## config.mk

```make
export PLATFORM = sky130hd
export DESIGN_NAME = icache_refill
export DESIGN_NICKNAME = d
export VERILOG_FILES = /design/src/source/icache_pkg.sv /design/src/source/icache_refill.sv
export SDC_FILE = /design/constraint.sdc
export NUM_CORES = 1
export LEC_CHECK = 0
export ABC_AREA = 1
export ABC_CLOCK_PERIOD_IN_PS = 4990
export CAP_MARGIN = 20
export CORE_MARGIN = 4
export CORE_UTILIZATION = 30
export DETAILED_ROUTE_END_ITERATION = 8
export DONT_BUFFER_PORTS = 1
export PLACE_DENSITY = 0.47
export SYNTH_ARGS = -nofsm -noshare
export SYNTH_HDL_FRONTEND = slang
export SYNTH_SLANG_ARGS = --single-unit
```

## constraint.sdc

```tcl
create_clock -name clk -period 4.99 [get_ports clk]
set_input_delay 0.998 -clock clk [delete_from_list [all_inputs] [get_ports clk]]
set_output_delay 0.998 -clock clk [all_outputs]
set_load 0.02 [all_outputs]
```

## src/source/icache_pkg.sv

```systemverilog
package icache_pkg;

   //////////////////////////////
   // widths and geometry
   //////////////////////////////

   localparam int ADDR_W      = 32;
   localparam int WORD_W      = 32;
   localparam int LINE_WORDS  = 8;
   localparam int OFFSET_W    = 5;
   localparam int INDEX_W     = 7;
   localparam int TAG_W       = ADDR_W - INDEX_W - OFFSET_W;
   localparam int NUM_WAYS    = 2;

   // refill burst is always one full line
   localparam int BURST_BEATS = 8;

   typedef logic [ADDR_W-1:0]                 addr_t;
   typedef logic [WORD_W-1:0]                 word_t;
   typedef logic [TAG_W-1:0]                  tag_t;
   typedef logic [INDEX_W-1:0]                index_t;
   typedef logic [$clog2(LINE_WORDS)-1:0]     word_sel_t;
   // word 0 sits in the low bits
   typedef logic [LINE_WORDS-1:0][WORD_W-1:0] line_t;
   typedef logic [NUM_WAYS-1:0]               way_mask_t;

   //////////////////////////////
   // address field helpers
   //////////////////////////////

   function automatic tag_t addr_tag(addr_t a);
      return a[ADDR_W-1 -: TAG_W];
   endfunction

   function automatic index_t addr_index(addr_t a);
      return a[OFFSET_W +: INDEX_W];
   endfunction

   function automatic word_sel_t addr_word(addr_t a);
      return a[OFFSET_W-1:2];
   endfunction

endpackage

```

## src/source/icache_refill.sv

```systemverilog
module icache_refill import icache_pkg::*; (
   input  logic   clk,
   input  logic   reset,
   input  logic   i_miss_start,
   input  addr_t  i_miss_addr,
   output addr_t  o_araddr,
   output logic   o_arvalid,
   input  logic   i_arready,
   input  word_t  i_rdata,
   input  logic   i_rvalid,
   input  logic   i_rlast,
   output logic   o_crit_valid,
   output word_t  o_crit_word,
   output logic   o_fill_we,
   output index_t o_fill_index,
   output tag_t   o_fill_tag,
   output line_t  o_fill_line,
   output logic   o_refill_busy
);

   typedef enum logic [1:0] {
      ST_IDLE,
      ST_LOAD,
      ST_LOAD_OVER
   } state_t;

   state_t    state_q;
   // slot of the next beat wrapping inside the line
   word_sel_t beat_slot_q;
   // beats taken so far in this burst
   word_sel_t beat_num_q;
   line_t     fill_buf_q;
   logic      beat_take;

   assign beat_take = (state_q == ST_LOAD) && i_rvalid;

   //////////////////////////////
   // miss fsm
   //////////////////////////////

   always_ff @(posedge clk) begin
      if (reset) begin
         state_q      <= ST_IDLE;
         o_arvalid    <= 1'b0;
         beat_num_q   <= '0;
         o_crit_valid <= 1'b0;
      end else begin
         // first beat carries the missing word
         o_crit_valid <= beat_take && (beat_num_q == '0);
         case (state_q)
            ST_IDLE: begin
               if (i_miss_start) begin
                  o_arvalid  <= 1'b1;
                  beat_num_q <= '0;
                  state_q    <= ST_LOAD;
               end
            end
            ST_LOAD: begin
               if (o_arvalid && i_arready) begin
                  o_arvalid <= 1'b0;
               end
               if (i_rvalid) begin
                  beat_num_q <= beat_num_q + 1'b1;
                  if (i_rlast) begin
                     state_q <= ST_LOAD_OVER;
                  end
               end
            end
            ST_LOAD_OVER: begin
               state_q <= ST_IDLE;
            end
            default: begin
               state_q <= ST_IDLE;
            end
         endcase
      end
   end

   //////////////////////////////
   // address and fill buffer
   //////////////////////////////

   always_ff @(posedge clk) begin
      if ((state_q == ST_IDLE) && i_miss_start) begin
         o_araddr    <= {i_miss_addr[ADDR_W-1:2], 2'b00};
         beat_slot_q <= addr_word(i_miss_addr);
      end
      if (beat_take) begin
         fill_buf_q[beat_slot_q] <= i_rdata;
         beat_slot_q             <= beat_slot_q + 1'b1;
         if (beat_num_q == '0) begin
            o_crit_word <= i_rdata;
         end
      end
   end

   // line goes to the arrays in load-over
   assign o_fill_we     = (state_q == ST_LOAD_OVER);
   assign o_fill_index  = addr_index(o_araddr);
   assign o_fill_tag    = addr_tag(o_araddr);
   assign o_fill_line   = fill_buf_q;
   assign o_refill_busy = (state_q != ST_IDLE);

   a_addr_hold: assert property (@(posedge clk) disable iff (reset)
      o_arvalid && !i_arready |=> $stable(o_araddr));

   a_no_miss_while_busy: assert property (@(posedge clk) disable iff (reset)
      i_miss_start |-> !o_refill_busy);

   // bus must end the burst on the eighth beat
   a_burst_len: assert property (@(posedge clk) disable iff (reset)
      beat_take |-> (i_rlast == (beat_num_q == word_sel_t'(BURST_BEATS - 1))));

endmodule

```

==> results of run 1 <==
[logic make-up (layout without fill, tap and decap cells)]
family                   after synthesis  after routing
flip-flops                           328            328
AND/OR/NAND/NOR                       45             45
buffers and inverters                 42             81
AO/OA/AOI/OAI                          6              6
adder cells (fa/ha/maj)                3              3
other                                  1              2
XOR/XNOR                               1              1
[per-stage QoR]
| step | area [µm²] | hold slack, ns |
|---|---|---|
| 3_5_place_dp | 10800 | 0.492 |
| 3_3_place_gp | 10800 | 0.493 |
| 4_1_cts | 12000 | 0.505 |
| 2_1_floorplan | 10300 | 0.444 |
| 6_report | 12000 | 0.500 |
| 5_1_grt | 12000 | 0.517 |
[worst register-to-register path, stage by stage (launching register included)]
cell,delay (ns)
dfxtp_1,0.44
nand3_4,0.17
inv_1,0.12
nand2_1,0.22
nor2_4,0.71
buf_4,0.40
[placed cells by master (no fill, tap or decap), drive strengths merged, types with 3 or more instances in the layout]
cell,count
bufinv,6
o21ai,3
ha,3
a21oi,3
dfxtp,7
nand2,23
buf,10
clkinv,10
nor2,17
edfxtp,321
clkbuf,37
inv,17
[state kept, by name, summed over array words and instances (netlist names)]
signal,cells
o_fill_line,256
beat_num_q,3
o_araddr,30
beat_slot_q,3
state_q,2
o_crit_word,32
o_crit_valid,1
o_arvalid,1
[power groups by stage]
| stage | sequential [mW] | combinational (mW) | clock [mW] |
|---|---|---|---|
| final | 3.20 | 0.0733 | 2.59 |
| after global placement | 3.26 | 0.0748 | 0 |
| after global routing | 3.20 | 0.0824 | 2.80 |
| after CTS | 3.20 | 0.0758 | 2.67 |
| after floorplan | 3.23 | 0.0834 | 0 |
| after detailed placement | 3.26 | 0.0754 | 0 |
[final timing paths]
path / endpoint / startpoint
setup / recovery: o_fill_line[63] / state_q[0]
hold / removal: o_crit_valid / beat_num_q[2]
setup reg to reg: o_fill_line[63] / state_q[0]
hold reg to reg: o_crit_valid / beat_num_q[2]
[layout make-up]
cell class | instances | area, µm²
timing repair buffer | 10 | 75.1
multi-input combinational | 57 | 347
sequential | 328 | 9780
clock inverter | 21 | 277
fill | 3088 | 21800
tap | 448 | 561
inverter | 13 | 48.8
clock buffer | 37 | 883
[routing by layer]
metal,vias to the layer above,part of all wire [%],track usage (%)
met5,-,0,0
met4,0,3.5,5.11
met3,54,11,5.97
met2,289,50,21.0
met1,2065,36,13.5
li1,1644,-,-
==> out/results.ini, run 1 <==
[outcome]
status = complete, no violations

[synthesis]
synth_flop_cell = edfxtp_1
ys_types = 18
synth_cells = 426
synth_compound_area_share_pct = 0.291
yosys.area_share.simple_pct = 2.01
synth-edff-count = 321
synth_warnings = 0
synth-xor-area-share_pct = 0.0848
muxShareOfSynthArea_pct = 0
syn_area_mm2 = 0.0103
synth_top_area_share_pct = 93.3
async_flop_share_pct = 0
yosysMostFrequentCell = edfxtp_1
synth-adder-area-share_pct = 0.363
yosys-top-cells-area = edfxtp_1 93%, buf_4 2.1%, dfxtp_1 1.4%, nand2_1 0.76%, nor2_1 0.47%
synth_top_family_by_area = buffers and inverters
ys_seq_elements = 328
synth_commonest_cells = 321 x edfxtp_1, 29 x buf_4, 21 x nand2_1
seq_area_frac_synth_pct = 94.6
avgSynthCellArea_um2 = 24.3
yosysTopAreaCell = edfxtp_1

[global_routing]
grt_overflow = 0
antenna_found_initial = 0
grt_pass1_wl_um = 33700
grt_usage_pct = 12.5
grt_max_degree = 31
first_global_vias = 4190

[clocking]
cts_repair_resize_count = 0
root_buffer = clkbuf_16
cts_buffers = 34
cts_tree = built
clock_path_buffers = 3
cts_htree_levels = 2
post_cts_buffers = 0
clk_pin_slew_ns = 0.07
hold_buffers = 0
clk_latency_ns = 0.50
clkSinkCount = 328

[finish]
diodes = 0
layoutNonFillerInstCount = 914
syn_to_final_growth_pct = 15.8
final_core_utilization_pct = 35.4
final_layout_size_suffix_gt1_share_pct = 16.3
final_net_count = 517

[timing]
max_freq_mhz = 416
slew_viol_final = 0
tightest_slew_ns = 1.03
fin_crit_sh_pct = 48.2
timing.final.ws_setup_ns = 2.58
skew_ns = 0.0179
rsz0062_at_grt = false
setup_viol = 0
finalSetupTns_ns = 0
post-route-min-period_ns = 2.41
hold_viol_final = 0
relSlewSlack_pct = 31.2

[worst_hold_path]
hold_class = register to register
worstHoldPathCells = 1

[worst_setup_path]
cp_num_buf_inv = 2
crit_required_ns = 5.17
cp_num_cells = 5
cp.arrival_ns = 2.58
cpMaxStageDelayCell = nor2_4
r2r_cells = 5
r2r_slack_ns = 2.58
crit_type = register to register
cp_top_family = simple AND/OR/NAND/NOR gates
crit_chain = nand3_4 -> inv_1 -> nand2_1 -> nor2_4 -> buf_4
crit_path_start_kind = register
slowest_delay_ns = 0.71
critPathCaptureType = register
critPathMaxFanout = 20

[placed_design]
pre_cts_slack_ns = 2.01
gp_congestion = 0.772
io_buffers = 0
post-place-cells = 856
dpl.hpwl_um = 16700

[power_and_ir_drop]
cellInternalPower_mw = 4.71
seqPwrFrac_pct = 54.5
leakagePower_nw = 3.79
powerDensity_mw_per_mm2 = 490
switchingPower_mw = 1.16
swShare_pct = 19.8
clockPowerShare_pct = 44.2
total_power_mw = 5.86
combPwrFrac_pct = 1.2
ir_worst_vdd_mv = 0.299

[floorplanning]
die_h_um = 194
die_area_mm2 = 0.0375
initial_core_util_pct = 30.6
core_area_mm2 = 0.0338
die_w_um = 194
io_pins = 421
rows = 67

[routing]
ant_nets = 0
firstDrtPassIters = 4
wl_um = 24600
drt_iter0_markers = 110
vias = 4052
vias_per_cell = 4.43
wl_per_cell_um = 26.9
drc_errors = 0

[job]
drv_cap = 0

No activity file was read; power rests on OpenSTA's default activity.
==> run 2: changes to the inputs <==
- ABC_CLOCK_PERIOD_IN_PS: 4990 -> 2400
- clock period: 4.99 -> 2.4 ns (I/O delays scaled with it)
==> out/results.ini, run 2 (same netlist as run 1, synthesis figures left out) <==
[worst_setup_path]
r2r-start = state_q[0]
critPathCaptureType = register
crit_type = register to register
r2r_cells = 5
crit_required_ns = 2.61
crit_path_start_kind = register
worst_r2r_endpoint = o_fill_line[246]
crit_chain = nand3_4 -> inv_1 -> nand2_1 -> nor2_4 -> buf_4
r2r_slack_ns = 0.56
slowest_delay_ns = 0.42
critPathMaxFanout = 20
cp.arrival_ns = 2.04
cpMaxStageDelayCell = dfxtp_1

[power_and_ir_drop]
leakagePower_nw = 3.98
ir_worst_vdd_mv = 0.528
powerDensity_mw_per_mm2 = 911
total_power_mw = 11.4

[timing]
max_freq_mhz = 544
skew_ns = 0.0170
tightest_slew_ns = 0.519
post-route-min-period_ns = 1.84
hold_viol_final = 0
finalSetupTns_ns = 0
slew_viol_final = 0
fin_crit_sh_pct = 76.6
fin_hold_ws_ns = 0.101
rsz0062_at_grt = false
setup_viol = 0
relSlewSlack_pct = 65.5

[placed_design]
io_buffers = 0
post-place-cells = 864
dpl.hpwl_um = 16900
gp_congestion = 0.785

[clocking]
cts_htree_levels = 1
cts_tree = built
clk_pin_slew_ns = 0.06
clk_latency_ns = 0.56
cts_buffers = 31
root_buffer = clkbuf_16
cts_repair_resize_count = 0
clkSinkCount = 328
clock_path_buffers = 3

[job]
drv_cap = 0

[floorplanning]
rows = 67
io_pins = 421
die_area_mm2 = 0.0375
core_area_mm2 = 0.0338
initial_core_util_pct = 30.6
die_w_um = 194
die_h_um = 194

[finish]
layout_common_cells = 321 x edfxtp_1, 63 x dlygate4sd3_1, 31 x clkbuf_16, 21 x nand2_1, 14 x buf_4
largest_reg_flops = 256
final_layout_size_suffix_gt1_share_pct = 13.7
final_net_count = 585
fillers = 3035
final_core_utilization_pct = 36.9
final_common_cell = edfxtp_1
diodes = 0
syn_to_final_growth_pct = 20.7
layoutNonFillerInstCount = 980

[routing]
vias = 4323
firstDrtPassIters = 4
ant_nets = 0
vias_per_cell = 4.41
wl_um = 25400
drc_errors = 0
drt_iter0_markers = 220
wl_per_cell_um = 25.9

[worst_hold_path]
min-delay-start = reset
worstHoldPathCells = 3
hold_class = input pin to register
holdPathEnd = beat_num_q[2]

[global_routing]
grt_usage_pct = 12.7
grt_max_degree = 33
grt_overflow = 0
grt_pass1_wl_um = 34800
antenna_found_initial = 0
first_global_vias = 4490

[outcome]
status = complete, no violations

## run 2: final cells by class
cell class	instances	area (µm²)	area share (%)
Sequential cell	328	9780	78.4
Inverter	13	48.8	0.391
Tap cell	448	561	4.49
Multi-Input combinational cell	57	353	2.83
Timing Repair Buffer	81	816	6.54
Clock buffer	41	823	6.60
Clock inverter	12	96.3	0.772
## run 2: repair_timing
item,4_1_cts,5_1_grt
setup buffers,0,0
hold buffers,63,0
hold endpoints to repair,322,0
## run 2: how the worst max path moves through the flow
stage,to,cells past startpoint,slack (ns),startpoint
finish,o_fill_line[246],5,0.56,state_q[0]
floorplan,o_fill_line[100],4,-0.14,i_rvalid
detailed placement,o_fill_line[241],5,0.52,i_rvalid
global route,o_fill_line[246],5,0.44,state_q[0]
global placement,o_fill_line[177],5,0.56,i_rvalid
CTS,o_fill_line[246],5,0.55,state_q[0]
## run 2: critical path: cells and delay by family (launching register included)
family | cells | cell delay (ns)
and+or+nand+nor | 3 | 0.56
buffers and inverters | 2 | 0.49
DFF | 1 | 0.42
## run 2: metal layers
layer  part of all wire, %  wire length [µm]  vias to the layer above  global-route usage [%]
li1                      -                 -                     1773                       -
met3                    10              2620                       37                    5.06
met5                     0                 0                        -                       0
met4                   2.4               619                        0                    4.09
met1                    36              9080                     2205                    14.0
met2                    52             13100                      308                    22.5
## run 2: per-stage QoR
| step | instance area [µm²] | setup WS (ns) |
|---|---|---|
| 2_1_floorplan | 10300 | -0.144 |
| 3_3_place_gp | 10900 | 0.562 |
| 3_5_place_dp | 10900 | 0.521 |
| 4_1_cts | 12500 | 0.546 |
| 5_1_grt | 12500 | 0.437 |
| 6_report | 12500 | 0.563 |
## run 2: where the power goes
group	switching, mW	internal [mW]	total [mW]
sequential	0.220	6.43	6.65
clock	1.91	2.50	4.41
combinational	0.205	0.106	0.311
total	2.34	9.04	11.4
==> run 3: changes to the inputs <==
- ABC_AREA: 1 -> 0
- ABC_CLOCK_PERIOD_IN_PS: 2400 -> 1500
- PLACE_DENSITY: 0.47 -> 0.48
- clock period: 2.4 -> 1.5 ns (I/O delays scaled with it)
==> out/results.ini, run 3 <==
[placed_design]
dpl.hpwl_um = 16000
gp_congestion = 0.722
io_buffers = 0

[global_routing]
grt_usage_pct = 13.7
grt_overflow = 0
first_global_vias = 4774
antenna_found_initial = 0
grt_max_degree = 31
grt_pass1_wl_um = 37500

[timing]
slew_viol_final = 0
finalSetupTns_ns = -14.80
post-route-min-period_ns = 1.63
skew_ns = 0.0148
rsz0062_at_grt = true
fin_crit_sh_pct = 108
setup_viol = 256
hold_viol_final = 0
max_freq_mhz = 614
timing.final.ws_setup_ns = -0.127

[floorplanning]
core_area_mm2 = 0.0338
initial_core_util_pct = 30.6
rows = 67
io_pins = 421
die_w_um = 194
die_area_mm2 = 0.0375
die_h_um = 194

[outcome]
violations = negative setup slack
status = complete, but fails checks

[routing]
wl_per_cell_um = 27.8
vias = 4640
vias_per_cell = 4.46
drc_errors = 0
firstDrtPassIters = 4
ant_nets = 0
drt_iter0_markers = 188
wl_um = 28900

[power_and_ir_drop]
leakagePower_nw = 4.54
powerDensity_mw_per_mm2 = 1330
ir_worst_vdd_mv = 0.747

[finish]
final_common_cell = edfxtp_1
final_core_utilization_pct = 40.7
diodes = 0
largest_reg_flops = 256
layout_common_cells = 321 x edfxtp_1, 68 x dlygate4sd3_1, 44 x clkbuf_16, 25 x buf_6, 25 x buf_12
final_layout_size_suffix_gt1_share_pct = 25.3
final_net_count = 643
syn_to_final_growth_pct = 33.0

[worst_hold_path]
hold_class = input pin to register

[clocking]
clock_path_buffers = 3
root_buffer = clkbuf_16
cts_buffers = 30
clk_latency_ns = 0.56
clk_pin_slew_ns = 0.07
clkSinkCount = 328
cts_htree_levels = 1
cts_tree = built

[synthesis]
ys_types = 30
muxShareOfSynthArea_pct = 0.0967
yosysTopAreaCell = edfxtp_1
syn_area_mm2 = 0.0103
synth-xor-area-share_pct = 0.0846
yosysMostFrequentCell = edfxtp_1
avgSynthCellArea_um2 = 25.0
synth_cells = 414
synth_top_family_by_area = buffers and inverters
synth-edff-count = 321
synth_commonest_cells = 321 x edfxtp_1, 29 x buf_4, 7 x dfxtp_1, 7 x nand2_1, 7 x nor2_1
synth_top_area_share_pct = 93.1
synth_compound_area_share_pct = 0.653
async_flop_share_pct = 0
synth_warnings = 0
yosys-top-cells-area = edfxtp_1 93%, buf_4 2.1%, dfxtp_1 1.4%, ha_1 0.36%, nand2_1 0.25%
synth-adder-area-share_pct = 0.363
ys_seq_elements = 328
synth_flop_cell = edfxtp_1
yosys.area_share.simple_pct = 1.86
seq_area_frac_synth_pct = 94.5

[worst_setup_path]
critPathMaxFanout = 9
cp.arrival_ns = 1.89
critPathCaptureType = register
crit_type = register to register
crit_path_start_kind = register
crit_required_ns = 1.76

[job]
drv_cap = 0

## run 3: cell count changes in the layout (fill, tap and decap cells not counted), sizes merged, moves of 3 or more
cell | before | now
clkbuf | 41 | 49
nor3 | 2 | 5
buf | 18 | 73
nand2 | 23 | 7
clkinv | 8 | 17
nor2 | 17 | 7
inv | 14 | 5
dlygate4sd3 | 63 | 68
## run 3: kinds of logic after synthesis
| group | count (synthesis) |
|---|---|
| xor+xnor | 1 |
| fa+ha+maj | 3 |
| flops | 328 |
| buf+inv | 35 |
| compound gates | 11 |
| other cells | 1 |
| simple gates | 34 |
| mux | 1 |
## run 3: where the power goes
part	internal (mW)	total (mW)	leakage [nW]	switching, mW
clock network	3.76	6.85	0.441	3.09
logic	0.373	0.775	1.13	0.402
registers	10.3	10.7	2.97	0.363
total	14.4	18.3	4.54	3.86
## run 3: path summary, 6_finish.rpt
check | from | end | slack [ns] | depth (start not counted)
worst max-delay path | beat_slot_q[0] | o_fill_line[26] | -0.13 | 4
worst min-delay path | i_miss_start | o_arvalid | 0.07 | 3
worst max register to register | beat_slot_q[0] | o_fill_line[26] | -0.13 | 4
worst min register to register | beat_num_q[1] | beat_num_q[1] | 0.51 | 2
## run 3: stage by stage
stage	instances	setup slack (ns)	power (mW)	cell area (µm²)	hold WS, ns
final	1041	-0.127	18.3	13800	0.0733
after global placement	864	-0.0978	11.2	11300	0.368
after floorplan	415	-0.689	11.0	10500	0.365
after global routing	1041	-0.162	19.0	13800	0.0775
after detailed placement	864	-0.0972	11.2	11300	0.369
after CTS	1022	-0.137	18.4	13400	0.0429
## run 3: final cells by class
type / count / area (µm²)
tap: 448 / 561
sequential: 328 / 9780
clock inverter: 19 / 95.1
inverter: 4 / 15.0
timing repair buffer: 154 / 2050
clock buffer: 36 / 795
fill: 2924 / 20000
multi-input combinational: 52 / 468
## run 3: per-layer routing
| metal | vias up | track usage [%] | share of wire (%) |
|---|---|---|---|
| met5 | - | 0 | 0 |
| met4 | 0 | 4.35 | 2.8 |
| li1 | 1925 | - | - |
| met3 | 47 | 6.38 | 10 |
| met1 | 2384 | 15.5 | 37 |
| met2 | 284 | 23.1 | 50 |
## run 3: repair_timing
item / in CTS / in global routing
hold buffers: 68 / 1
gates resized for setup: 33 / 23
setup buffers: 25 / 15
cloned: 10 / 14
pin swaps: 4 / 10
endpoints found under the setup margin: 205 / 316
hold endpoints to repair: 328 / 1
## run 3: worst max-delay path: stages, from the launching register on
cell       delay (ns)
edfxtp_1         0.49
buf_6            0.17
nor4_4           0.27
buf_6            0.21
clkbuf_16        0.19
