===== src/source/icache_pkg.sv =====
package icache_pkg;

   //////////////////////////////
   // widths and geometry
   //////////////////////////////

   localparam int ADDR_W      = 32;
   localparam int WORD_W      = 32;
   localparam int LINE_WORDS  = 8;
   localparam int OFFSET_W    = 5;
   localparam int INDEX_W     = 7;
   localparam int TAG_W       = ADDR_W - INDEX_W - OFFSET_W;
   localparam int NUM_WAYS    = 2;

   // refill burst is always one full line
   localparam int BURST_BEATS = 8;

   typedef logic [ADDR_W-1:0]                 addr_t;
   typedef logic [WORD_W-1:0]                 word_t;
   typedef logic [TAG_W-1:0]                  tag_t;
   typedef logic [INDEX_W-1:0]                index_t;
   typedef logic [$clog2(LINE_WORDS)-1:0]     word_sel_t;
   // word 0 sits in the low bits
   typedef logic [LINE_WORDS-1:0][WORD_W-1:0] line_t;
   typedef logic [NUM_WAYS-1:0]               way_mask_t;

   //////////////////////////////
   // address field helpers
   //////////////////////////////

   function automatic tag_t addr_tag(addr_t a);
      return a[ADDR_W-1 -: TAG_W];
   endfunction

   function automatic index_t addr_index(addr_t a);
      return a[OFFSET_W +: INDEX_W];
   endfunction

   function automatic word_sel_t addr_word(addr_t a);
      return a[OFFSET_W-1:2];
   endfunction

endpackage


===== src/source/icache_lookup.sv =====
module icache_lookup import icache_pkg::*; (
   input  logic      clk,
   input  logic      reset,
   input  logic      i_req_valid,
   input  addr_t     i_req_addr,
   output index_t    o_rd_index,
   output tag_t      o_cmp_tag,
   output word_sel_t o_word_sel,
   input  way_mask_t i_hit_way,
   input  word_t     i_hit_word,
   output logic      o_miss_start,
   output addr_t     o_miss_addr,
   input  logic      i_crit_valid,
   input  word_t     i_crit_word,
   input  logic      i_refill_busy,
   output logic      o_stall,
   output logic      o_rsp_valid,
   output word_t     o_rsp_data
);

   // stage one holds the request caught behind a miss
   logic  s1_valid_q;
   addr_t s1_addr_q;
   // stage two is the request being compared
   logic  s2_valid_q;
   addr_t s2_addr_q;

   logic  miss;
   logic  replay;
   logic  take;
   addr_t req_addr;

   //////////////////////////////
   // hit / miss and stall
   //////////////////////////////

   assign miss    = s2_valid_q && (i_hit_way == '0);
   assign o_stall = miss || i_refill_busy;

   assign replay   = s1_valid_q && !o_stall;
   assign take     = replay || (i_req_valid && !o_stall);
   assign req_addr = replay ? s1_addr_q : i_req_addr;

   // with no new request the held set is read again
   assign o_rd_index = take ? addr_index(req_addr) : addr_index(s2_addr_q);
   assign o_cmp_tag  = addr_tag(s2_addr_q);
   assign o_word_sel = addr_word(s2_addr_q);

   assign o_miss_start = miss;
   assign o_miss_addr  = s2_addr_q;

   // early restart word takes over the response
   assign o_rsp_valid = (s2_valid_q && (|i_hit_way)) || i_crit_valid;
   assign o_rsp_data  = i_crit_valid ? i_crit_word : i_hit_word;

   //////////////////////////////
   // request registers
   //////////////////////////////

   always_ff @(posedge clk) begin
      if (reset) begin
         s1_valid_q <= 1'b0;
         s2_valid_q <= 1'b0;
         s2_addr_q  <= '0;
      end else begin
         s2_valid_q <= take;
         if (take) begin
            s2_addr_q <= req_addr;
         end
         if (miss) begin
            s1_valid_q <= i_req_valid;
         end else if (!o_stall) begin
            s1_valid_q <= 1'b0;
         end
      end
   end

   always_ff @(posedge clk) begin
      if (miss) begin
         s1_addr_q <= i_req_addr;
      end
   end

   // critical word only arrives while no lookup is in stage two
   a_rsp_no_collide: assert property (@(posedge clk) disable iff (reset)
      i_crit_valid |-> !s2_valid_q && i_refill_busy);

endmodule


===== config.mk =====
export PLATFORM = sky130hd
export DESIGN_NAME = icache_lookup
export DESIGN_NICKNAME = d
export VERILOG_FILES = /design/src/source/icache_pkg.sv /design/src/source/icache_lookup.sv
export SDC_FILE = /design/constraint.sdc
export NUM_CORES = 1
export LEC_CHECK = 0
export BUFFER_PORTS_ARGS = -buffer_cell sky130_fd_sc_hd__buf_4
export CORE_MARGIN = 3
export CORE_UTILIZATION = 46
export CTS_CLUSTER_DIAMETER = 40
export DETAILED_ROUTE_END_ITERATION = 8
export GPL_ROUTABILITY_DRIVEN = 1
export PLACE_DENSITY_LB_ADDON = 0.15
export REMOVE_ABC_BUFFERS = 1
export SYNTH_ARGS = -nofsm -noshare
export SYNTH_HDL_FRONTEND = slang
export SYNTH_SLANG_ARGS = --single-unit
export TNS_END_PERCENT = 1

===== constraint.sdc =====
create_clock -name clk -period 3.13 [get_ports clk]
set_input_delay 0.626 -clock clk [delete_from_list [all_inputs] [get_ports clk]]
set_output_delay 0.626 -clock clk [all_outputs]
set_load 0.05 [all_outputs]

==> impl.org, run 1 <==
** Power
- The worst-case IR drop observed on VDD is 371 uV.
- Pwr Density :: 522 nW/um2
- Summed over all cells, the static leakage comes to 0.00204 uW.

** Worst setup path
- Reg-to-reg setup timing slack :: 1150 ps
- In this run the worst path has a maximum fanout of 27.
- Number of cells on the worst reg-to-reg path :: 4
- STA classifies the critical path endpoint as a primary output.
- Required time worst endpoint :: 2500 ps
- Crit path launch type :: input port
- STA puts the critical path data arrival time at 2190 ps.
- In this run the critical register-to-register path is launched from s2_valid_q.
- The worst register-to-register path ends at o_miss_addr[14].
- Startpoint-to-endpoint class of the critical path :: in -> out

** Route
- Once detail routing completed, the nets flagged for antenna violations numbered 0.
- In the final routed layout, each cell accounts on average for 18.1 um.
- For this run, design rule violations remaining after detail routing come to 0.
- Routed via count :: 2827
- Total wire length after detailed routing :: 9.68 mm
- Post-DR vias/cell :: 5.28
- DR pass1 iterations :: 4
- Violation count after the first detailed-route iteration :: 197

** Synth
- For this run, asynchronously set or reset flops after synthesis account for 0%.
- The share of the Yosys chip area taken by registers is 51.0%.
- Synthesized area per cell :: 12.0 um2
- The most used flip-flop cell after synthesis is sky130_fd_sc_hd__dfxtp_1.
- Top cell type's share of synthesized area :: 29.8%
- Number of enable flip-flop cells after synthesis :: 32
- Distinct cell type count of the synthesized netlist :: 29
- Synthesized instance count :: 269
- Synthesis-stage register bit count :: 66
- The largest total area in the synthesized netlist belongs to sky130_fd_sc_hd__edfxtp_1.
- In the synthesized netlist, the cells that appear most often are 34 x sky130_fd_sc_hd__dfxtp_1, 32 x sky130_fd_sc_hd__edfxtp_1, 32 x sky130_fd_sc_hd__mux2_2.
- In the post-synthesis netlist, the cell with the most instances is sky130_fd_sc_hd__dfxtp_1.
- Mapped cell area :: 3220 um2
- Yosys Warn Count :: 0
- By area the synthesized netlist is led by sky130_fd_sc_hd__edfxtp_1 30%, sky130_fd_sc_hd__dfxtp_1 21%, sky130_fd_sc_hd__mux2_2 11%.

** Timing
- The smallest clock period supported by the final layout is computed as 2810 ps.
- The final-report max-slew violation count was 0.
- Setup TNS :: 0 ps
- Worst-margin pin slew :: 1210 ps
- Static timing analysis puts the maximum clock frequency at 355 MHz.
- Unrepaired setup endpoints after global routing :: false
- Headroom to the max-slew limit came out at 19.2%.
- The count of final hold-check violations was 0.
- Total of endpoints with negative setup slack in the final report :: 0
- Hold Slack :: 473 ps
- Final Cycle Share :: 89.9%
- Across the routed clock network, the largest skew measured is 7.19 ps.

** Clock tree
- Cells resized by post-CTS repair :: 0
- In this run the deepest clock path goes through 2 buffers.
- Hold repair after CTS inserted 0 buffers.
- TritonCTS built the clock tree.
- After clock tree synthesis, the clock-pin slew on the worst setup and hold paths is 70 ps.
- CTS root buf :: sky130_fd_sc_hd__clkbuf_8
- Counting the buffers created by CTS gives 9.
- The number of setup buffers added after CTS is 0.
- H-tree levels :: 3
- The tree built by TritonCTS fans out to 66 sinks.
- Clock Latency Late Sink :: 330 ps

** Outcome
- Outcome :: finished clean

** GRT
- GR Overflow Total :: 0
- In the global route stage, overall resource usage came out at 22.2%.
- The first global-routing pass estimated 13.6 mm of wire.
- The number of antenna violations at the first check in global routing came to 0.
- Entering global routing, the biggest net connects 37 pins.
- Vias in the first global route :: 2700

** Hold path
- Worst hold-check path type :: in -> reg
- Number of instances on the worst hold path :: 1
- Hold_sp :: i_req_addr[27]
- Endpoint with the worst hold slack :: s1_addr_q[27]

** Layout
- Final core area utilization :: 72.6%
- Summing all multi-input logic gate instances after layout gives 1220 um2.
- # nets final :: 540
- Area growth syn-to-layout :: 48.1%
- Count of antenna diodes in the layout :: 0
- Area occupied by registers :: 1640 um2
- Fraction of final layout cells with drive strength greater than 1 :: 63.3%
- The filler cells instantiated in the layout total 474.
- Post-Layout Cell Count :: 535

** Floorplan
- IO Count :: 200
- The floorplan step defined a core boundary enclosing 6570 um2.
- Row generation in the floorplan step produced 29 rows.
- The die covers 8040 um2.
- Chip Width :: 89.7 um
- Starting density of the core :: 49.0%
- From bottom edge to top edge, the die measures 89.7 um.

** Run
- Max-cap violations :: 0

** Place
- # placed instances :: 518
- Global placer's final weighted congestion :: 0.771
- DP HPWL :: 6.98 mm
- Buffers on Ports :: 199
-- metrics by stage --
step / cell area (um2) / setup WS (ps) / power, uW
finish: 4770 / 317 / 2490
global route: 4770 / 212 / 2580
detailed placement: 4540 / 116 / 1730
floorplan: 2890 / -457 / 1430
global placement: 4540 / 173 / 1720
CTS: 4760 / 99.2 / 2500
-- power by group --
part / internal (uW) / switching (uW) / total (uW)
registers: 938 / 23.1 / 961
clock network: 468 / 311 / 779
logic: 269 / 480 / 749
-- cell families after synthesis --
| group | synth area share, % |
|---|---|
| flops | 51.0 |
| buf+inv | 11.2 |
| mux | 11.2 |
| simple gates | 2.56 |
| compound gates | 24.1 |
-- critical path, cell delays in order --
cell and delay [ps]:
sky130_fd_sc_hd__buf_4 110, sky130_fd_sc_hd__or3b_1 450, sky130_fd_sc_hd__buf_4 270, sky130_fd_sc_hd__nand2_1 320, sky130_fd_sc_hd__a22oi_1 170, sky130_fd_sc_hd__buf_4 230
-- how the worst max path moves through the flow --
stage | cells after the start | start | slack, ps | endpoint
final | 6 | i_hit_way[1] | 320 | o_rd_index[0]
after global routing | 6 | i_hit_way[1] | 210 | o_rd_index[1]
after CTS | 6 | i_hit_way[1] | 100 | o_rd_index[1]
after detailed placement | 6 | i_hit_way[1] | 120 | o_rd_index[1]
after global placement | 6 | i_hit_way[0] | 170 | o_rd_index[6]
after floorplan | 4 | i_hit_way[1] | -460 | o_rd_index[0]
-- layer usage --
metal,vias up,share of wire [%],track usage [%],wire [um]
met4,0,0.86,6.63,83
met1,1365,40,29.0,3860
met3,8,7.7,7.03,743
met5,-,0,0,0
met2,115,52,35.5,4990
li1,1339,-,-,-
-- flip-flops by register name, summed over array words and instances, names as in the netlist --
signal	flops
o_miss_addr	32
s1_addr_q	32
s1_valid_q	1
s2_valid_q	1
-- cells in the final DEF, fill, tap and decap left out, types with 3 or more instances in the layout --
cell / n
sky130_fd_sc_hd__buf_4: 204
sky130_fd_sc_hd__dfxtp_1: 34
sky130_fd_sc_hd__mux2_2: 32
sky130_fd_sc_hd__edfxtp_1: 32
sky130_fd_sc_hd__o22ai_1: 29
sky130_fd_sc_hd__a21oi_1: 28
sky130_fd_sc_hd__a211oi_2: 24
sky130_fd_sc_hd__clkbuf_8: 10
sky130_fd_sc_hd__inv_1: 7
sky130_fd_sc_hd__nand2_1: 6
sky130_fd_sc_hd__a221oi_1: 5
sky130_fd_sc_hd__a22oi_1: 4
sky130_fd_sc_hd__o21ai_0: 3
-- final cells by class --
cell class,instances,share of cell area (%)
clock inverters,5,1.63
flip-flops and latches,66,34.4
multi-input cells,148,25.7
clock buffers,11,2.97
inverters,8,0.735
repair buffers,204,32.1
well taps,93,2.44
(Power assumes the default switching activity.)
==> run 2: changes to the inputs <==
clock period = 3.4 ns   (was 3.13 ns; I/O delays follow)
==> run 2 against run 1 <==
Power is 7.8% lower. Die area stayed put. Sequential share of layout area hardly changed. Clock skew about the same. Via count barely moved. Setup slack gained 110 ps. Combinational power down 8.0%. Register-to-register slack better by 420 ps. Critical path depth unchanged.
==> impl.org, run 2 (synthesis results as in run 1) <==
** Layout
- The library cells used most frequently in the layout, excluding fill and tap cells, are 204 x sky130_fd_sc_hd__buf_4, 34 x sky130_fd_sc_hd__dfxtp_1, 32 x sky130_fd_sc_hd__mux2_2, 32 x sky130_fd_sc_hd__edfxtp_1, 29 x sky130_fd_sc_hd__o22ai_1.
- The register cell area after layout was 1640 um2 (unchanged).
- Fillers :: 490 (+3.4%)
- The area growth from synthesis to layout is 47.9%.
- Count of antenna diodes in the layout :: 0 (unchanged)
- Area occupied by multi-input gates :: 1220 um2 (-0.51%)
- The number of nets at the end of the flow came to 539 (-0.19%).
- The fraction of layout instances using a drive strength above 1 came to 63.3% (-0.083 points).
- The design area is 4760 um2 (-0.13%).
- Post-Layout Cell Count :: 534 (-0.19%)
- Leaving out fill and tap cells, the most frequent cell in the layout is sky130_fd_sc_hd__buf_4.

** Worst setup path
- Among the stages of the critical path, the cell type that occurs most often is sky130_fd_sc_hd__buf_4.
- The slowest stage of the critical path is the sky130_fd_sc_hd__nor2_4 cell.
- The data required time of the critical path was 2720 ps (+220 ps).
- The delay of the slowest cell on the worst path is 830 ps (+380 ps).
- The maximum net fanout on the critical path is 36 (+33%).
- Traced cell by cell, the critical path runs through buf_4, or3b_1, clkinv_4, nor2_4, a22oi_1, buf_4.
- Crit path launch type :: input port
- STA classifies the critical path endpoint as a primary output.
- The critical path in this run is classified as in -> out.
- Critical path data arrival time :: 2290 ps (+100 ps)

** GRT
- First-pass GRT wire length :: 13.9 mm (+2.1%)
- met2 is the most crowded layer.
- The via count of the first global-routing pass was 2742 (+1.6%).
- The total congestion overflow is 0 (unchanged).
- Number of antenna violations at the first check in global routing :: 0 (unchanged)
- Met1 usage in global routing :: 29.4% (+0.37 points)
- The largest net degree at the start of global routing was 39 (+5.4%).
- Met3 Use GR :: 6.84% (-0.18 points)
- Overall track demand over capacity in global routing :: 22.8% (+0.59 points)
- GR Layer Usage met2 :: 38.0% (+2.5 points)

** Route
- The total wire length is 9.85 mm (+1.7%).
- The overall via count from detail_route is 2829 (+0.071%).
- The number of DRC violations after detailed routing was 0 (unchanged).
- The number of iterations in the first detailed-routing pass is 4 (unchanged).
- The iteration-0 DRC count of the detailed router is 176 (-11%).
- The remaining antenna violation count after routing came to 0 (unchanged).
- The average wire per cell in the routed design is 18.4 um (+1.9%).
- The via-per-instance ratio came to 5.30 (+0.26%).

** Floorplan
- Area of the die :: 8040 um2 (unchanged)
- Starting density of the core :: 49.0% (unchanged)
- The count of standard-cell rows came to 29 (unchanged).
- Chip Height :: 89.7 um (unchanged)
- IO Count :: 200 (unchanged)
- Chip Width :: 89.7 um (unchanged)
- The core area is 6570 um2 (unchanged).

** Outcome
- The flow ran to the end, and the final reports show no timing, DRC or antenna violations.

** Clock tree
- Cts-stage hold buffer count :: 0 (unchanged)
- TritonCTS built the clock tree.
- The total number of clock tree sinks came to 66 (unchanged).
- Count of buffers added by post-CTS timing repair for setup :: 0 (unchanged)
- Cells resized by post-CTS repair :: 0 (unchanged)
- CTS root buf :: sky130_fd_sc_hd__clkbuf_8
- The maximum clock path buffer count came to 2 (unchanged).
- The depth of the CTS H-tree is 3 (unchanged).
- The CTS clock-pin slew for the worst setup and hold paths was 70 ps (about the same).
- The clock latency on the worst-skew pair came to 340 ps (about the same).
- The CTS buffer count is 9 (unchanged).

** Timing
- Setup TNS :: 0 ps (unchanged)
- The pin slew with the least headroom to its limit came to 1110 ps (-103 ps).
- Of the available clock period, the critical path in the final layout requires 87.3%.
- The final worst clock skew is 7.53 ps (+0.346 ps).
- Final Hold Viols :: 0 (unchanged)
- Post-layout minimum cycle time :: 2970 ps
- Final-report max-slew violation count :: 0 (unchanged)
- The count of endpoints failing setup in the final report came to 0 (unchanged).
- Unrepaired setup endpoints after global routing :: false
- Timing would allow up to 337 MHz.
- The setup slack of the critical path after layout came to 430 ps (+113 ps).
- Worst slew margin :: 26.0% (+6.8 points)

** Place
- DP HPWL :: 7.29 mm (+4.5%)
- Post-place instance area :: 4540 um2 (unchanged)
- The global placement routability congestion was 0.761 (-1.3%).
- The worst slack at placement is 405 ps (+289 ps).
- Buffers on Ports :: 199 (unchanged)
- The total placed cells including tap cells is 518 (unchanged).

** Run
- The count of maximum capacitance violations came to 0 (unchanged).

** Hold path
- In this run the worst hold path is classified as reg -> reg.

** Power
- Total power :: 2300 uW (-7.8%)
- The power per standard cell area came to 482 nW/um2 (-7.6%).
- The peak supply drop is 328 uV (-12%).
- The static leakage is 0.00203 uW (-0.16%).
-- run 2: cell types whose count changed in the layout (fill, tap and decap cells not counted) --
| cell | before | now |
|---|---|---|
| sky130_fd_sc_hd__nor2_2 | 1 | 0 |
-- run 2: cell type report --
class | count | share of cell area (%)
multi-input cells | 147 | 25.6
well taps | 93 | 2.44
flip-flops and latches | 66 | 34.5
inverters | 8 | 0.736
clock buffers | 11 | 2.97
clock inverters | 5 | 1.63
repair buffers | 204 | 32.2
-- run 2: report_power, final --
| group | leakage [uW] | total, uW | internal, uW | switching, uW |
|---|---|---|---|---|
| combinational | 0.00135 | 689 | 247 | 441 |
| sequential | 0.000569 | 886 | 864 | 22.3 |
| clock | 0.000109 | 722 | 431 | 291 |
-- run 2: final timing paths --
kind	slack, ps	cells past startpoint	from	to
hold / removal	500	2	o_miss_addr[11]	o_miss_addr[11]
setup reg to reg	1570	4	s2_valid_q	o_miss_addr[10]
hold reg to reg	500	2	o_miss_addr[11]	o_miss_addr[11]
setup / recovery	430	6	i_hit_way[0]	o_rd_index[1]
-- run 2: per-stage QoR --
stage / hold WS (ps) / util, %
floorplan: 527 / -
global route: 492 / 72.5
detailed placement: 494 / 69.2
global placement: 484 / 69.2
CTS: 504 / 72.5
finish: 504 / 72.5
-- run 2: critical path: cells and delay by family --
family / cells / cell delay, ps
AND/OR/NAND/NOR: 2 / 990
buffers and inverters: 3 / 400
AO/OA/AOI/OAI: 1 / 190
-- run 2: routing by layer --
metal  up-vias  share of wire (%)
met5         -                  0
met4         0               0.76
met3         8                6.9
met2       109                 53
met1      1373                 39
li1       1339                  -
==> run 3: changes to the inputs <==
PLACE_DENSITY = 0.85   (was unset)
PLACE_DENSITY_LB_ADDON = unset   (was 0.15)
==> run 3 against run 2 <==
First-iteration DRC count decreased by 38%. Combinational power increased by 1%. Die area unchanged. Sequential share of layout area about the same. Clock skew about the same. Cell count unchanged. Sequential cell count unchanged. Utilization about the same. Power about the same. Critical path type unchanged.
==> impl.org, run 3 (synthesis results as in run 1) <==
** Worst setup path
- Delay of the slowest cell on the worst path :: 450 ps (-380 ps)
- Startpoint-to-endpoint class of the critical path :: in -> out
- Critical-path maximum fanout :: 38 (+5.6%)
- The worst setup path is captured at a primary output.
- Critical path data arrival time :: 2340 ps (+50 ps)
- The cell family contributing the most delay on the critical path is buffers and inverters.
- The data required time of the critical path was 2720 ps (about the same).
- Number of buffers and inverters on the critical path :: 4 (+1)
- Slowest CP cell :: sky130_fd_sc_hd__or3b_1
- Crit path top cell by count :: sky130_fd_sc_hd__buf_4
- Chain of cells forming the critical path :: buf_4, or3b_1, clkinv_4, buf_4, o21ai_0, nand2_1, buf_4
- Crit path launch type :: input port

** Route
- The iteration-0 DRC count of the detailed router came to 109 (-38%).
- Total wire length after detailed routing :: 10.4 mm (+5.3%)
- The average wire per cell in the routed design was 19.4 um (+5.3%).
- The remaining antenna violation count after routing came to 0 (unchanged).
- DR pass1 iterations :: 5 (+1)
- Post-DR vias/cell :: 5.41 (+2.1%)
- Residual DRC :: 0 (unchanged)
- Routed via count :: 2887 (+2.1%)

** Place
- The total placed cells including tap cells was 518 (unchanged).
- Buffers on Ports :: 199 (unchanged)
- The post-detailed-placement half-perimeter wirelength is 7.61 mm (+4.4%).
- Global placer's final weighted congestion :: 0.754 (-0.99%)

** Clock tree
- CTS root buf :: sky130_fd_sc_hd__clkbuf_8
- The depth of the CTS H-tree was 3 (unchanged).
- The total number of clock tree sinks is 66 (unchanged).
- The post-CTS repair timing setup buffer count is 0 (unchanged).
- Clock buffer count from CTS :: 9 (unchanged)
- The number of cells upsized or downsized after cts came to 0 (unchanged).
- The CTS clock-pin slew for the worst setup and hold paths was 70 ps (about the same).
- Clock tree from TritonCTS :: done
- The clock latency on the worst-skew pair was 340 ps (about the same).
- Cts-stage hold buffer count :: 0 (unchanged)
- Clock tree buffer depth :: 2 (unchanged)

** Layout
- Count of antenna diodes in the layout :: 0 (unchanged)
- Most used cells in the layout excluding fill and tap cells :: 204 x sky130_fd_sc_hd__buf_4, 34 x sky130_fd_sc_hd__dfxtp_1, 32 x sky130_fd_sc_hd__mux2_2, 32 x sky130_fd_sc_hd__edfxtp_1, 29 x sky130_fd_sc_hd__o22ai_1
- Fillers :: 480 (-2.0%)
- # nets final :: 539 (unchanged)
- The fraction of layout instances using a drive strength above 1 came to 63.0% (-0.23 points).
- Area growth syn-to-layout :: 47.8% (about the same)
- Most frequent standard cell in the layout excluding fill and tap cells :: sky130_fd_sc_hd__buf_4
- Final core area utilization :: 72.5% (about the same)
- Post-Layout Cell Count :: 534 (unchanged)

** Timing
- Maximum operating frequency :: 331 MHz (-1.8%)
- The final worst clock skew came to 7.63 ps (+0.0993 ps).
- The time the worst path needs with I/O delays and setup was 3020 ps (+53.7 ps).
- Final Cycle Share :: 88.9% (+1.6 points)
- The pin slew with the least headroom to its limit is 1110 ps (+4.21 ps).
- Unrepaired setup endpoints after global routing :: false
- The count of final hold-check violations is 0 (unchanged).
- Total of endpoints with negative setup slack in the final report :: 0 (unchanged)
- Final-report max-slew violation count :: 0 (unchanged)
- Worst slew margin :: 25.8% (-0.28 points)

** Floorplan
- Chip Height :: 89.7 um (unchanged)
- Starting density of the core :: 49.0% (unchanged)
- The core area came to 6570 um2 (unchanged).
- IO Count :: 200 (unchanged)
- Area of the die :: 8040 um2 (unchanged)
- The horizontal die dimension is 89.7 um (unchanged).
- Number of placement rows :: 29 (unchanged)

** Power
- Largest voltage drop on the vdd net :: 344 uV (+4.9%)
- The static leakage came to 0.00203 uW (about the same).
- Pwr Density :: 483 nW/um2 (about the same)

** GRT
- The global-route wire length before repair is 14.1 mm (+1.5%).
- The via count of the first global-routing pass came to 2733 (-0.33%).
- Number of antenna violations at the first check in global routing :: 0 (unchanged)
- The total congestion overflow was 0 (unchanged).
- The overall routing resource usage was 23.9% (+1.1 points).
- Pin count of the biggest net entering global routing :: 39 (unchanged)

** Hold path
- The path class of the tightest hold or removal check is reg -> reg.

** Run
- Max-cap violations :: 0 (unchanged)

** Outcome
- Outcome :: finished clean
[run 3: cell count changes in the layout (fill, tap and decap cells not counted)]
cell                       delta
sky130_fd_sc_hd__clkbuf_1     -1
sky130_fd_sc_hd__clkinv_1     +2
sky130_fd_sc_hd__clkinv_2     -1
[run 3: worst paths after layout]
kind	cells past startpoint	to	startpoint	slack, ps
worst max-delay path	7	o_rd_index[3]	i_hit_way[1]	380
worst min-delay path	2	o_miss_addr[6]	o_miss_addr[6]	500
worst max register to register	4	o_miss_addr[5]	s2_valid_q	1510
worst min register to register	2	o_miss_addr[6]	o_miss_addr[6]	500
[run 3: worst min-delay path: cells and delay by family (launching register included)]
family | cells | cell delay (ps)
flops | 1 | 310
compound gates | 1 | 70
buf+inv | 1 | 60
[run 3: per-stage QoR]
stage / hold slack [ps] / setup WS (ps) / total power [uW] / cell area (um2) / TNS [ps]
2_1_floorplan: 527 / -295 / 1320 / 2890 / -1560
4_1_cts: 499 / 383 / 2310 / 4760 / 0
3_5_place_dp: 489 / 394 / 1600 / 4540 / 0
5_1_grt: 510 / 250 / 2370 / 4760 / 0
3_3_place_gp: 483 / 461 / 1590 / 4540 / 0
6_report: 497 / 376 / 2300 / 4760 / 0
[run 3: layout make-up]
cell class | instances | area (um2) | share of cell area (%)
timing repair buffer | 204 | 1530 | 32.2
clock inverter | 6 | 80.1 | 1.68
inverter | 8 | 35.0 | 0.736
multi-input combinational | 147 | 1220 | 25.6
tap | 93 | 116 | 2.44
clock buffer | 10 | 138 | 2.89
sequential | 66 | 1640 | 34.5
[run 3: power by group]
group / leakage (uW) / switching (uW) / internal [uW]
combinational: 0.00135 / 449 / 247
clock: 0.000107 / 287 / 426
sequential: 0.000569 / 23.5 / 864
total: 0.00203 / 759 / 1540
[run 3: per-layer routing]
metal	wire, um	GRT usage [%]	up-vias
li1	-	-	1337
met1	3520	26.3	1380
met2	5650	44.1	157
met3	1040	6.48	13
met4	152	8.12	0
met5	0	0	-
